### config.mk
export PLATFORM = sky130hd
export DESIGN_NAME = conv_window_seq
export DESIGN_NICKNAME = d
export VERILOG_FILES = /design/src/verilog/conv_pkg.sv /design/src/verilog/conv_window_seq.sv
export SDC_FILE = /design/constraint.sdc
export NUM_CORES = 1
export LEC_CHECK = 0
export BUFFER_PORTS_ARGS = -buffer_cell sky130_fd_sc_hd__buf_2
export CAP_MARGIN = 5
export CORE_AREA = 2 2 124 126
export DETAILED_ROUTE_END_ITERATION = 8
export DIE_AREA = 0 0 126 128
export PLACE_DENSITY = 0.52
export SLEW_MARGIN = 20
export SYNTH_ARGS = -nofsm -noshare
export SYNTH_HDL_FRONTEND = slang
export SYNTH_SLANG_ARGS = --single-unit
### constraint.sdc
create_clock -name clk -period 24.2 [get_ports clk]
set_clock_uncertainty 0.05 [all_clocks]
set_input_delay 2.42 -clock clk [delete_from_list [all_inputs] [get_ports clk]]
set_output_delay 2.42 -clock clk [all_outputs]
set_load 0.05 [all_outputs]
### src/verilog/conv_pkg.sv
/* conv layer package: geometry constants, word typedefs,
   tap request and lane structs, sequencer state */
package conv_pkg;

	//////////////////////////////////////////////////////////////////////
	// layer geometry
	//////////////////////////////////////////////////////////////////////
	localparam int W_IN      = 9;                    // padded input side
	localparam int CH_IN     = 2;
	localparam int CH_OUT    = 4;                    // one mac lane each
	localparam int K_DIM     = 3;
	localparam int STRIDE    = 2;
	localparam int W_OUT     = 4;
	localparam int TAPS      = K_DIM * K_DIM * CH_IN;   // 18 taps per window
	localparam int IFM_DEPTH = W_IN * W_IN * CH_IN;     // 162 words
	localparam int FRAC      = 14;                   // q1.14 fixed point
	localparam int OUT_PIX   = W_OUT * W_OUT;

	// word types
	typedef logic signed [15:0] pix_t;   // feature or weight
	typedef logic signed [31:0] acc_t;   // product sum, bias
	typedef logic [15:0]        ofm_t;   // relu output, never negative
	typedef logic [7:0]         ifm_addr_t;
	typedef logic [4:0]         tap_t;
	typedef logic [3:0]         pos_t;   // {row, col} of output pixel

	// one window tap, sequencer to memories
	typedef struct packed {
		ifm_addr_t ifm_addr;
		tap_t      tap;     // kernel word index
		logic      first;   // restarts the accumulators
		logic      last;    // closes the window
	} tap_req_t;

	typedef struct packed {
		pix_t [CH_OUT-1:0] w;   // kernel word per lane
	} lane_words_t;

	typedef struct packed {
		ofm_t [CH_OUT-1:0] w;
	} ofm_vec_t;

	typedef enum logic [1:0] {
		IDLE,
		RUN,
		DONE
	} seq_state_t;

endpackage
### src/verilog/conv_window_seq.sv
/* window sequencer: walks the output positions and their taps,
   one tap request per cycle */
module conv_window_seq (
	input  logic               clk,
	input  logic               rst_n,
	input  logic               start,
	output conv_pkg::tap_req_t req,
	output logic               req_valid,
	output logic               busy
);
	import conv_pkg::*;

	seq_state_t state;
	ifm_addr_t  ref_addr;   // top left pixel of current window, channel 0
	tap_t       tap_cnt;
	pos_t       pos;        // [3:2] out row, [1:0] out col
	logic       issue;
	logic       win_last;
	logic       run_last;

	// channel, row and column offset of a tap inside the window
	function automatic ifm_addr_t tap_offset(input tap_t t);
		int ch;
		int r;
		int c;
		ch = int'(t) / (K_DIM * K_DIM);
		r  = (int'(t) % (K_DIM * K_DIM)) / K_DIM;
		c  = int'(t) % K_DIM;
		return ifm_addr_t'(ch * W_IN * W_IN + r * W_IN + c);
	endfunction

	assign issue    = (state == RUN) || (state == IDLE && start); // start edge issues tap 0
	assign win_last = (tap_cnt == tap_t'(TAPS - 1));
	assign run_last = win_last && (pos == pos_t'(OUT_PIX - 1));
	assign busy     = (state != IDLE);   // start ignored while set

	//////////////////////////////////////////////////////////////////////
	// state and counters
	//////////////////////////////////////////////////////////////////////
	always_ff @(posedge clk) begin
		if (!rst_n) begin
			state     <= IDLE;
			req_valid <= 1'b0;
			tap_cnt   <= '0;
			pos       <= '0;
			ref_addr  <= '0;
		end else begin
			req_valid <= issue;
			case (state)
				IDLE:    if (start) state <= RUN;
				RUN:     if (run_last) state <= DONE;
				default: state <= IDLE;   // done lasts one cycle
			endcase
			if (issue) begin
				if (win_last) begin
					tap_cnt <= '0;
					pos     <= pos + 1'b1;   // wraps to 0 after the 16th window
					if (run_last)
						ref_addr <= '0;
					else if (pos[1:0] == 2'(W_OUT - 1))   // row end, back to col 0 two rows down
						ref_addr <= ref_addr + ifm_addr_t'(STRIDE * W_IN - (W_OUT - 1) * STRIDE);
					else
						ref_addr <= ref_addr + ifm_addr_t'(STRIDE);
				end else begin
					tap_cnt <= tap_cnt + 1'b1;
				end
			end
		end
	end

	// request payload
	always_ff @(posedge clk) begin
		if (issue) begin
			req.ifm_addr <= ref_addr + tap_offset(tap_cnt);
			req.tap      <= tap_cnt;
			req.first    <= (tap_cnt == '0);
			req.last     <= win_last;
		end
	end

	a_tap_range: assert property (@(posedge clk) disable iff (!rst_n)
		tap_cnt <= tap_t'(TAPS - 1))
		else $error("tap counter out of range");

	a_first_last: assert property (@(posedge clk) disable iff (!rst_n)
		req_valid |-> !(req.first && req.last))
		else $error("first and last on one tap");

endmodule

==> impl_metrics.sql, run 1 <==
INSERT INTO impl_metrics (metric_group, metric, value, unit) VALUES
('clock_network', 'cts_setup_buffers', '0', ''),
('pwr', 'cellPowerDensity', '39.42', 'nW/um^2'),
('floorplan', 'die_height', '128', 'um'),
('worst_setup_path', 'worst_path_depth', '40', ''),
('run_status', 'outcome', 'completed', ''),
('synth', 'asyncSetResetFlopFracSynth', '0', '%'),
('worst_setup_path', 'worst-r2r-setup-slack', '12.80', 'ns'),
('run', 'maxCapViolations', '0', ''),
('cells_and_area', 'finish.net_count', '573', ''),
('timing', 'rsz0062_at_grt', 'no', ''),
('worst_setup_path', 'worst_r2r_path_depth', '40', ''),
('synth', 'ys.warnings.count', '0', ''),
('worst_setup_path', 'cp_data_required_time', '24.18', 'ns'),
('clock_network', 'cts_sinks', '34', ''),
('worst_setup_path', 'crit_path_start_kind', 'flop', ''),
('worst_setup_path', 'worst-endpoint-arrival', '11.38', 'ns'),
('worst_setup_path', 'end_kind', 'flop', ''),
('min_path', 'min-delay-path-class', 'reg -> reg', ''),
('worst_setup_path', 'timing.critical_path.fanout_max', '21', ''),
('floorplan', 'core_region_area', '14860', 'sq um'),
('routing', 'total_via_count_in_the_routed_design', '3517', ''),
('worst_setup_path', 'standard_cell_with_the_maximum_stage_delay_on_the_critical_path', 'sky130_fd_sc_hd__dfxtp_1', ''),
('routing', 'routedWlPerCell', '14.05', 'um'),
('routing', 'first_pass_iters', '4', ''),
('cells_and_area', 'antenna_cells_inserted', '0', ''),
('floorplan', 'top_level_ports', '20', ''),
('clock_network', 'cts_root_buf', 'sky130_fd_sc_hd__clkbuf_16', ''),
('placement', 'place.gp.congestion', '0.8349', ''),
('timing', 'min_period_over_period', '47.12', '%'),
('worst_setup_path', 'critical_setup_path_class', 'reg -> reg', ''),
('global_routing', 'global_route_usage_over_all_layers', '12.38', '%'),
('timing', 'hold_viol_final', '0', ''),
('cells_and_area', 'area.growth.synth_to_final', '9.172', '%'),
('timing', 'setup_total_negative_slack', '0', 'ns'),
('global_routing', 'grt_use_met1', '17.00', '%'),
('timing', 'max_slew.worst_pin.slew', '0.8963', 'ns'),
('floorplan', 'dieArea', '16130', 'sq um'),
('routing', 'detail_route.vias_per_cell', '5.039', ''),
('min_path', 'hold_depth', '1', ''),
('synth', 'number_of_synthesized_flops_with_an_enable_pin', '15', ''),
('placement', 'pre_cts_ws', '12.83', 'ns'),
('synth', 'synth.ff_latch_count', '34', ''),
('pwr', 'p_leak', '0.002003', 'uW'),
('routing', 'drtIter0Drc', '197', ''),
('global_routing', 'antenna_found_initial', '0', ''),
('routing', 'ant_nets', '0', ''),
('min_path', 'min_delay_worst_endpoint', 'state[1]', ''),
('floorplan', 'chipWidth', '126', 'um'),
('timing', 'post-route-min-period', '11.40', 'ns'),
('synth', 'post_synth.cell_area_avg', '8.641', 'sq um'),
('clock_network', 'ctsResizeCount', '0', ''),
('worst_setup_path', 'critPathTopFamily', 'adder cells', ''),
('floorplan', 'rows', '45', ''),
('routing', 'detail_route.drc_violations', '0', ''),
('global_routing', 'grtUsageMet2', '20.49', '%'),
('clock_network', 'hold_buffer_count_at_cts', '0', ''),
('global_routing', 'top_usage_layer', 'met2', ''),
('clock_network', 'clock_tree_from_tritoncts', 'built', ''),
('synth', 'synth_seq_area_share', '19.15', '%'),
('placement', 'hpwlAfterDp', '7.778', 'mm'),
('min_path', 'holdCritStartpoint', 'state[1]', ''),
('placement', 'io_buffer_count', '19', ''),
('synth', 'mapped_cells', '502', ''),
('worst_setup_path', 'crit_buf_inv', '6', ''),
('clock_network', 'cts.reportedPaths.clkPinSlew', '0.06', 'ns'),
('synth', 'ys_dominant_reg_cell', 'sky130_fd_sc_hd__dfxtp_1', ''),
('timing', 'worst_slack', '12.80', 'ns'),
('timing', 'report.final.setup_viol', '0', ''),
('worst_setup_path', 'crit-reg2reg-launch', 'tap_cnt[2]', ''),
('cells_and_area', 'drive_gt1_share', '12.55', '%'),
('synth', 'netlist_area', '4338', 'sq um');
## routing by layer
layer / wire length, um / part of all wire [%] / vias to the layer above
li1: - / - / 1795
met1: 4925 / 50 / 1665
met2: 4469 / 46 / 47
met3: 312 / 3.2 / 10
met4: 97 / 0.99 / 0
met5: 0 / 0 / -
## flip-flops by register name, summed over array words and instances, names as in the netlist
signal,count
pos,4
ref_addr,7
req,15
req_valid,1
state,2
tap_cnt,5
## power by group
part           internal, uW  switching, uW  leakage [uW]
Sequential             64.2           2.65      0.000314
Combinational          15.5           32.5       0.00161
Clock                  44.5           27.3     0.0000785
Total                   124           62.4       0.00200
## kinds of logic (layout without fill, tap and decap cells)
| logic type | Yosys count | after routing | synth area share (%) |
|---|---|---|---|
| buffers and inverters | 69 | 77 | 6.691 |
| flip-flops | 34 | 34 | 19.15 |
| multiplexers | 7 | 7 | 1.846 |
| XOR/XNOR | 52 | 52 | 11.02 |
| adder cells (fa/ha/maj) | 61 | 61 | 20.02 |
| AND/OR/NAND/NOR | 153 | 153 | 18.92 |
| AO/OA/AOI/OAI | 126 | 126 | 22.35 |
## cells in the mapped netlist (all sizes together), types with 4 or more instances
| library cell | number | area share [%] |
|---|---|---|
| edfxtp | 15 | 10 |
| nor3 | 12 | 1.6 |
| buf | 11 | 1.7 |
| mux2 | 5 | 1.4 |
| nand3 | 13 | 1.5 |
| xnor2 | 41 | 8.5 |
| or3 | 5 | 0.72 |
| xor2 | 11 | 2.6 |
| o21ai | 25 | 3.2 |
| nand4 | 7 | 1.2 |
| clkbuf | 8 | 0.69 |
| o31ai | 9 | 2.0 |
| and3 | 4 | 0.58 |
| dfxtp | 19 | 8.8 |
| o21a | 5 | 0.87 |
| a21oi | 24 | 2.9 |
| a211oi | 4 | 0.69 |
| or2 | 5 | 0.72 |
| a21boi | 6 | 1.0 |
| o31a | 6 | 1.2 |
| nand2 | 37 | 3.2 |
| nand2b | 4 | 0.58 |
| a21o | 5 | 0.87 |
| and2 | 9 | 1.3 |
| o211ai | 4 | 0.69 |
| inv | 50 | 4.3 |
| ha | 47 | 14 |
| fa | 14 | 6.5 |
| nor2 | 36 | 3.1 |
| nor2b | 6 | 0.87 |
| o22ai | 6 | 1.3 |
## worst reg2reg max path, delay by kind of cell (launching register included)
family / cells / cell delay (ns)
fa+ha+maj: 10 / 3.55
compound gates: 13 / 3.27
xor+xnor: 7 / 1.76
flops: 1 / 0.81
buf+inv: 6 / 0.75
simple gates: 3 / 0.64
mux: 1 / 0.28
## per-stage QoR
step	hold WS (ns)	util (%)	area [sq um]	power (uW)	std cells
4_1_cts	0.3901	31.82	4730	190.3	698
6_report	0.3847	31.86	4736	186.7	698
3_3_place_gp	0.3723	30.72	4566	115.8	690
3_5_place_dp	0.3809	30.72	4566	116.1	690
2_1_floorplan	0.3624	-	4338	105.6	502
5_1_grt	0.4013	31.86	4736	197.0	698
## cell usage in the layout (no fill, tap or decap), types with 4 or more instances in the layout
master                       n
sky130_fd_sc_hd__or2_2       5
sky130_fd_sc_hd__a21oi_1    23
sky130_fd_sc_hd__fa_1       14
sky130_fd_sc_hd__o21ai_2     4
sky130_fd_sc_hd__nor2_1     36
sky130_fd_sc_hd__o21a_1      5
sky130_fd_sc_hd__nor2b_1     6
sky130_fd_sc_hd__a211oi_1    4
sky130_fd_sc_hd__o31ai_1     7
sky130_fd_sc_hd__xnor2_1    40
sky130_fd_sc_hd__clkbuf_16   6
sky130_fd_sc_hd__and2_1      8
sky130_fd_sc_hd__nand3_1    13
sky130_fd_sc_hd__and3_1      4
sky130_fd_sc_hd__a21o_1      5
sky130_fd_sc_hd__edfxtp_1   15
sky130_fd_sc_hd__a21boi_0    5
sky130_fd_sc_hd__nor3_1     11
sky130_fd_sc_hd__nand4_1     6
sky130_fd_sc_hd__nand2b_1    4
sky130_fd_sc_hd__o31a_1      6
sky130_fd_sc_hd__o211ai_1    4
sky130_fd_sc_hd__mux2_2      4
sky130_fd_sc_hd__inv_1      49
sky130_fd_sc_hd__o21ai_0    19
sky130_fd_sc_hd__ha_1       47
sky130_fd_sc_hd__xor2_1      9
sky130_fd_sc_hd__nand2_1    37
sky130_fd_sc_hd__buf_2      19
sky130_fd_sc_hd__dfxtp_1    19
sky130_fd_sc_hd__o22ai_1     4
sky130_fd_sc_hd__or3_1       5
## layout make-up
cell class,instances,area [sq um]
clock inverter,2,13.76
clock buffer,6,150.1
timing repair buffer,19,95.09
inverter,50,187.7
fill,1604,10130
tap,188,235.2
sequential,34,830.8
multi-input combinational,399,3223
## worst max path at each step
stage                     from      end  slack, ns
finish              tap_cnt[2]  req[14]      12.80
global route        tap_cnt[2]  req[14]      12.15
CTS                 tap_cnt[2]  req[14]      12.77
detailed placement  tap_cnt[2]  req[14]      12.83
global placement    tap_cnt[2]  req[14]      13.15
floorplan           tap_cnt[2]  req[14]      14.28
(Power assumes the default switching activity.)
==> run 2: changes to the inputs <==
Clock period 24.2 ns to 12 ns, I/O delays scaled along.
==> impl_metrics.sql, run 2 (same netlist as run 1, synthesis figures left out) <==
INSERT INTO impl_metrics (metric_group, metric, value, unit) VALUES
('run_status', 'outcome', 'completed', ''),
('pwr', 'p_leak', '0.002037', 'uW'),
('timing', 'max_slew.worst_pin.slew', '0.9219', 'ns'),
('clock_network', 'cts.htree.levels', '2', ''),
('routing', 'total_via_count_in_the_routed_design', '3476', ''),
('worst_setup_path', 'worst-endpoint-arrival', '10.96', 'ns'),
('timing', 'clock.fmax', '0.09117', 'GHz'),
('routing', 'route.final.wire_length', '9.656', 'mm'),
('timing', 'slew-limit-headroom', '38.47', '%'),
('clock_network', 'cts_inserted_buffers', '5', ''),
('placement', 'place.gp.congestion', '0.8164', ''),
('floorplan', 'die_height', '128', 'um'),
('global_routing', 'grt_pass1_wl', '16.79', 'mm'),
('cells_and_area', 'layout_common_cells', 'sky130_fd_sc_hd__inv_1, sky130_fd_sc_hd__ha_1, sky130_fd_sc_hd__xnor2_1', ''),
('placement', 'pre_cts_ws', '0.9124', 'ns'),
('worst_setup_path', 'slowest_delay', '0.79', 'ns'),
('timing', 'hold_viol_final', '0', ''),
('timing', 'worst_slack', '1.031', 'ns'),
('global_routing', 'antenna_found_initial', '0', ''),
('cells_and_area', 'register_bank_with_the_most_flops', 'req', ''),
('clock_network', 'cts_max_path_buffers', '2', ''),
('pwr', 'power.total', '389.0', 'uW'),
('clock_network', 'cts_sinks', '34', ''),
('routing', 'routedWlPerCell', '13.77', 'um'),
('timing', 'post-route-min-period', '10.97', 'ns'),
('clock_network', 'cts_root_buf', 'sky130_fd_sc_hd__clkbuf_16', ''),
('global_routing', 'via_count_of_the_first_global_routing_pass', '3433', ''),
('floorplan', 'dieArea', '16130', 'sq um'),
('floorplan', 'rows', '45', ''),
('clock_network', 'cts.reportedPaths.clkPinSlew', '0.06', 'ns'),
('min_path', 'min-delay-path-class', 'reg -> reg', ''),
('routing', 'first_pass_iters', '4', ''),
('floorplan', 'top_level_ports', '20', ''),
('clock_network', 'clkLatencyLatePin', '0.29', 'ns'),
('clock_network', 'clock_tree_from_tritoncts', 'built', ''),
('placement', 'postPlaceCellArea', '4588', 'sq um'),
('run', 'maxCapViolations', '0', ''),
('timing', 'min_period_over_period', '91.41', '%'),
('routing', 'ant_nets', '0', ''),
('floorplan', 'core_region_area', '14860', 'sq um'),
('cells_and_area', 'antenna_cells_inserted', '0', ''),
('floorplan', 'chipWidth', '126', 'um'),
('global_routing', 'globalRouteOverflowTotal', '0', ''),
('cells_and_area', 'fin_area', '4780', 'sq um'),
('pwr', 'power.ir.vdd_worst', '59.75', 'uV'),
('timing', 'report.final.slew_viol_count', '0', ''),
('floorplan', 'floorplan.initialDensity', '29.18', '%'),
('placement', 'io_buffer_count', '19', ''),
('worst_setup_path', 'cp_data_required_time', '11.99', 'ns'),
('global_routing', 'global_route_usage_over_all_layers', '12.39', '%'),
('worst_setup_path', 'critical_setup_path_class', 'reg -> reg', ''),
('timing', 'report.final.setup_viol', '0', ''),
('cells_and_area', 'largestRegisters', 'req (15), ref_addr (7), tap_cnt (5)', ''),
('routing', 'detail_route.vias_per_cell', '4.959', ''),
('timing', 'setup_total_negative_slack', '0', 'ns'),
('worst_setup_path', 'end_kind', 'flop', ''),
('timing', 'rsz0062_at_grt', 'no', ''),
('routing', 'drtIter0Drc', '226', ''),
('worst_setup_path', 'standard_cell_with_the_maximum_stage_delay_on_the_critical_path', 'sky130_fd_sc_hd__dfxtp_1', ''),
('worst_setup_path', 'timing.critical_path.fanout_max', '21', ''),
('cells_and_area', 'finish.net_count', '576', ''),
('worst_setup_path', 'crit_path_start_kind', 'flop', ''),
('clock_network', 'cts_setup_buffers', '0', ''),
('cells_and_area', 'most_common_cell_after_layout_fill_and_taps_aside', 'sky130_fd_sc_hd__inv_1', ''),
('clock_network', 'hold_buffer_count_at_cts', '0', ''),
('worst_setup_path', 'critical-path-top-cell-by-count', 'sky130_fd_sc_hd__ha_1', ''),
('global_routing', 'grt_max_degree', '26', ''),
('routing', 'detail_route.drc_violations', '0', ''),
('cells_and_area', 'drive_gt1_share', '13.06', '%'),
('pwr', 'cellPowerDensity', '81.38', 'nW/um^2'),
('placement', 'hpwlAfterDp', '7.641', 'mm'),
('cells_and_area', 'max_ffs_per_register', '15', ''),
('cells_and_area', 'area.growth.synth_to_final', '10.18', '%');
==> run 2: layout make-up <==
class	count	area, sq um
sequential	34	830.8
fill	1579	10080
clock inverter	1	8.758
tap	188	235.2
multi-input combinational	399	3224
timing repair buffer	22	117.6
inverter	50	187.7
clock buffer	7	175.2
==> run 2: final timing paths <==
path	from	endpoint	slack (ns)	cells past startpoint
max	tap_cnt[2]	req[14]	1.03	40
min	state[1]	state[1]	0.40	1
max reg2reg	tap_cnt[2]	req[14]	1.03	40
min reg2reg	state[1]	state[1]	0.40	1
==> run 2: where the power goes <==
group / switching, uW / internal, uW
combinational: 66.2 / 31.6
clock: 55.2 / 103
sequential: 3.83 / 129
total: 125 / 264
==> run 2: layer usage <==
layer	track usage [%]	share of wire, %	vias up
met5	0	0	-
met4	2.262	0.88	0
met3	1.962	2.3	11
met2	20.02	45	35
met1	17.67	52	1621
li1	-	-	1809
==> run 2: timing repair <==
action / 4_1_cts / 5_1_grt
gates resized for setup: 0 / 1
endpoints found under the hold margin: 0 / 0
setup endpoints to repair: 0 / 1
==> run 2: worst max-delay path, delay by kind of cell, from the launching register on <==
family | cells | cell delay (ns)
adder cells (fa/ha/maj) | 10 | 3.52
flip-flops | 1 | 0.79
multiplexers | 1 | 0.28
AO/OA/AOI/OAI | 12 | 3.45
buffers and inverters | 6 | 0.66
AND/OR/NAND/NOR | 5 | 1.01
XOR/XNOR | 6 | 0.94
==> run 2: stage by stage <==
step                      util (%)  instances  hold WS, ns
final                        32.15        701       0.3972
after global routing         32.15        701       0.4280
after CTS                    32.10        701       0.3963
after detailed placement     30.87        693       0.3872
after global placement       30.87        693       0.3750
after floorplan                  -        502       0.3624
==> run 3: changes to the inputs <==
Settings changed: MAX_ROUTING_LAYER set to met4.
==> impl_metrics.sql, run 3 (same netlist as run 1, synthesis figures left out) <==
INSERT INTO impl_metrics (metric_group, metric, value, unit) VALUES
('routing', 'drtIter0Drc', '187', ''),
('worst_setup_path', 'critical_setup_path_class', 'reg -> reg', ''),
('placement', 'pre_cts_ws', '0.8625', 'ns'),
('routing', 'route.final.wire_length', '9.849', 'mm'),
('clock_network', 'cts_sinks', '34', ''),
('global_routing', 'via_count_of_the_first_global_routing_pass', '3366', ''),
('pwr', 'power.share.clock', '40.5', '%'),
('timing', 'clock.fmax', '0.09257', 'GHz'),
('routing', 'detail_route.drc_violations', '0', ''),
('clock_network', 'clkLatencyLatePin', '0.29', 'ns'),
('clock_network', 'cts_max_path_buffers', '2', ''),
('timing', 'min_period_over_period', '90.03', '%'),
('worst_setup_path', 'worst_r2r_path_depth', '41', ''),
('cells_and_area', 'area.growth.synth_to_final', '10.21', '%'),
('global_routing', 'globalRouteOverflowTotal', '0', ''),
('global_routing', 'grt_pass1_wl', '16.53', 'mm'),
('min_path', 'min-delay-path-class', 'reg -> reg', ''),
('min_path', 'hold_depth', '1', ''),
('floorplan', 'rows', '45', ''),
('floorplan', 'die_height', '128', 'um'),
('pwr', 'combinationalPowerShare', '25.1', '%'),
('routing', 'routedWlPerCell', '14.05', 'um'),
('timing', 'rsz0062_at_grt', 'no', ''),
('timing', 'hold_viol_final', '0', ''),
('floorplan', 'floorplan.initialDensity', '29.18', '%'),
('cells_and_area', 'finish.net_count', '576', ''),
('pwr', 'p_int', '263.7', 'uW'),
('cells_and_area', 'fill_cells', '1579', ''),
('run', 'maxCapViolations', '0', ''),
('routing', 'detail_route.vias_per_cell', '5.071', ''),
('pwr', 'power.ir.vdd_worst', '59.38', 'uV'),
('worst_setup_path', 'worst-endpoint-arrival', '10.79', 'ns'),
('floorplan', 'core_region_area', '14860', 'sq um'),
('placement', 'place_inst', '693', ''),
('global_routing', 'top_usage_layer', 'met2', ''),
('floorplan', 'top_level_ports', '20', ''),
('pwr', 'swShare', '32.19', '%'),
('global_routing', 'grt_max_degree', '26', ''),
('worst_setup_path', 'end_kind', 'flop', ''),
('clock_network', 'clock_tree_from_tritoncts', 'built', ''),
('timing', 'slew-limit-headroom', '41.54', '%'),
('cells_and_area', 'layout_common_cells', 'sky130_fd_sc_hd__inv_1, sky130_fd_sc_hd__ha_1, sky130_fd_sc_hd__xnor2_1', ''),
('timing', 'max_slew.worst_pin.slew', '0.8759', 'ns'),
('timing', 'worst_slack', '1.197', 'ns'),
('cells_and_area', 'seqCellArea', '832.0', 'sq um'),
('timing', 'setup_total_negative_slack', '0', 'ns'),
('cells_and_area', 'register_bank_with_the_most_flops', 'req', ''),
('cells_and_area', 'max_ffs_per_register', '15', ''),
('cells_and_area', 'antenna_cells_inserted', '0', ''),
('global_routing', 'grt_use_met1', '16.80', '%'),
('worst_setup_path', 'standard_cell_with_the_maximum_stage_delay_on_the_critical_path', 'sky130_fd_sc_hd__o41ai_4', ''),
('worst_setup_path', 'critical-path-top-cell-by-count', 'sky130_fd_sc_hd__ha_1', ''),
('run_status', 'outcome', 'completed', ''),
('placement', 'io_buffer_count', '19', ''),
('worst_setup_path', 'timing.critical_path.fanout_max', '21', ''),
('pwr', 'cellPowerDensity', '81.34', 'nW/um^2'),
('worst_setup_path', 'crit_path_start_kind', 'flop', ''),
('global_routing', 'global_route_usage_over_all_layers', '12.68', '%'),
('routing', 'total_via_count_in_the_routed_design', '3555', ''),
('cells_and_area', 'finalNonFillerCells', '701', ''),
('cells_and_area', 'most_common_cell_after_layout_fill_and_taps_aside', 'sky130_fd_sc_hd__inv_1', ''),
('placement', 'place.gp.congestion', '0.8316', ''),
('routing', 'first_pass_iters', '5', ''),
('placement', 'hpwlAfterDp', '7.717', 'mm'),
('global_routing', 'grtUsageMet2', '20.02', '%'),
('cells_and_area', 'largestRegisters', 'req (15), ref_addr (7), tap_cnt (5)', ''),
('pwr', 'switching_power', '125.2', 'uW'),
('worst_setup_path', 'cp_data_required_time', '11.98', 'ns'),
('timing', 'report.final.setup_viol', '0', ''),
('clock_network', 'cts.htree.levels', '2', ''),
('cells_and_area', 'drive_gt1_share', '13.26', '%'),
('floorplan', 'chipWidth', '126', 'um'),
('timing', 'post-route-min-period', '10.80', 'ns'),
('routing', 'ant_nets', '0', ''),
('timing', 'report.final.slew_viol_count', '0', ''),
('worst_setup_path', 'slowest_delay', '0.72', 'ns'),
('floorplan', 'dieArea', '16130', 'sq um'),
('pwr', 'power.sequential.fraction', '34.3', '%'),
('cells_and_area', 'multi_input_area', '3224', 'sq um'),
('clock_network', 'cts_inserted_buffers', '5', ''),
('pwr', 'p_leak', '0.002038', 'uW'),
('clock_network', 'cts_root_buf', 'sky130_fd_sc_hd__clkbuf_16', ''),
('clock_network', 'cts.reportedPaths.clkPinSlew', '0.06', 'ns'),
('global_routing', 'groute.layer.met3.usage', '2.588', '%'),
('global_routing', 'antenna_found_initial', '0', '');
run 3: timing repair:
item                                    in CTS  in global routing
resized for setup                            0                  2
buffers inserted                             0                  0
endpoints found under the setup margin       0                  1
hold buffers                                 0                  0
run 3: worst paths after layout:
path                                  to        from  slack, ns
worst min register to register  state[1]    state[1]       0.39
worst max register to register   req[14]  tap_cnt[2]       1.20
worst max-delay path             req[14]  tap_cnt[2]       1.20
worst min-delay path            state[1]    state[1]       0.39
run 3: layout make-up:
| class | count | area share [%] |
|---|---|---|
| Tap cell | 188 | 4.920 |
| Clock buffer | 7 | 3.664 |
| Sequential cell | 34 | 17.40 |
| Inverter | 50 | 3.926 |
| Multi-Input combinational cell | 399 | 67.44 |
| Clock inverter | 1 | 0.1832 |
| Timing Repair Buffer | 22 | 2.460 |
run 3: metal layers:
| metal | share of wire [%] | vias to the layer above |
|---|---|---|
| met5 | 0 | - |
| met4 | 1.5 | 0 |
| met2 | 46 | 67 |
| met1 | 49 | 1674 |
| li1 | - | 1802 |
| met3 | 3.9 | 12 |
run 3: power by group through the flow:
stage	Sequential (uW)	Combinational, uW	Clock, uW
global placement	136	98.2	0
floorplan	157	56.2	0
finish	134	97.7	158
global route	135	109	167
CTS	134	99.0	163
detailed placement	136	98.0	0
run 3: worst max-delay path: cells and delay by family, from the launching register on:
kind            cells  cell delay (ns)
fa+ha+maj          10             3.50
compound gates     12             3.46
simple gates        5             1.01
xor+xnor            6             0.95
buf+inv             7             0.68
flops               1             0.58
mux                 1             0.28
run 3: through the flow:
step / utilization [%] / total power (uW) / hold slack [ns] / cell area (sq um)
2_1_floorplan: - / 213.0 / 0.3624 / 4338
3_3_place_gp: 30.87 / 234.1 / 0.3742 / 4588
5_1_grt: 32.16 / 410.7 / 0.4304 / 4781
3_5_place_dp: 30.87 / 234.0 / 0.3849 / 4588
4_1_cts: 32.10 / 395.5 / 0.3980 / 4772
6_report: 32.16 / 388.9 / 0.3940 / 4781
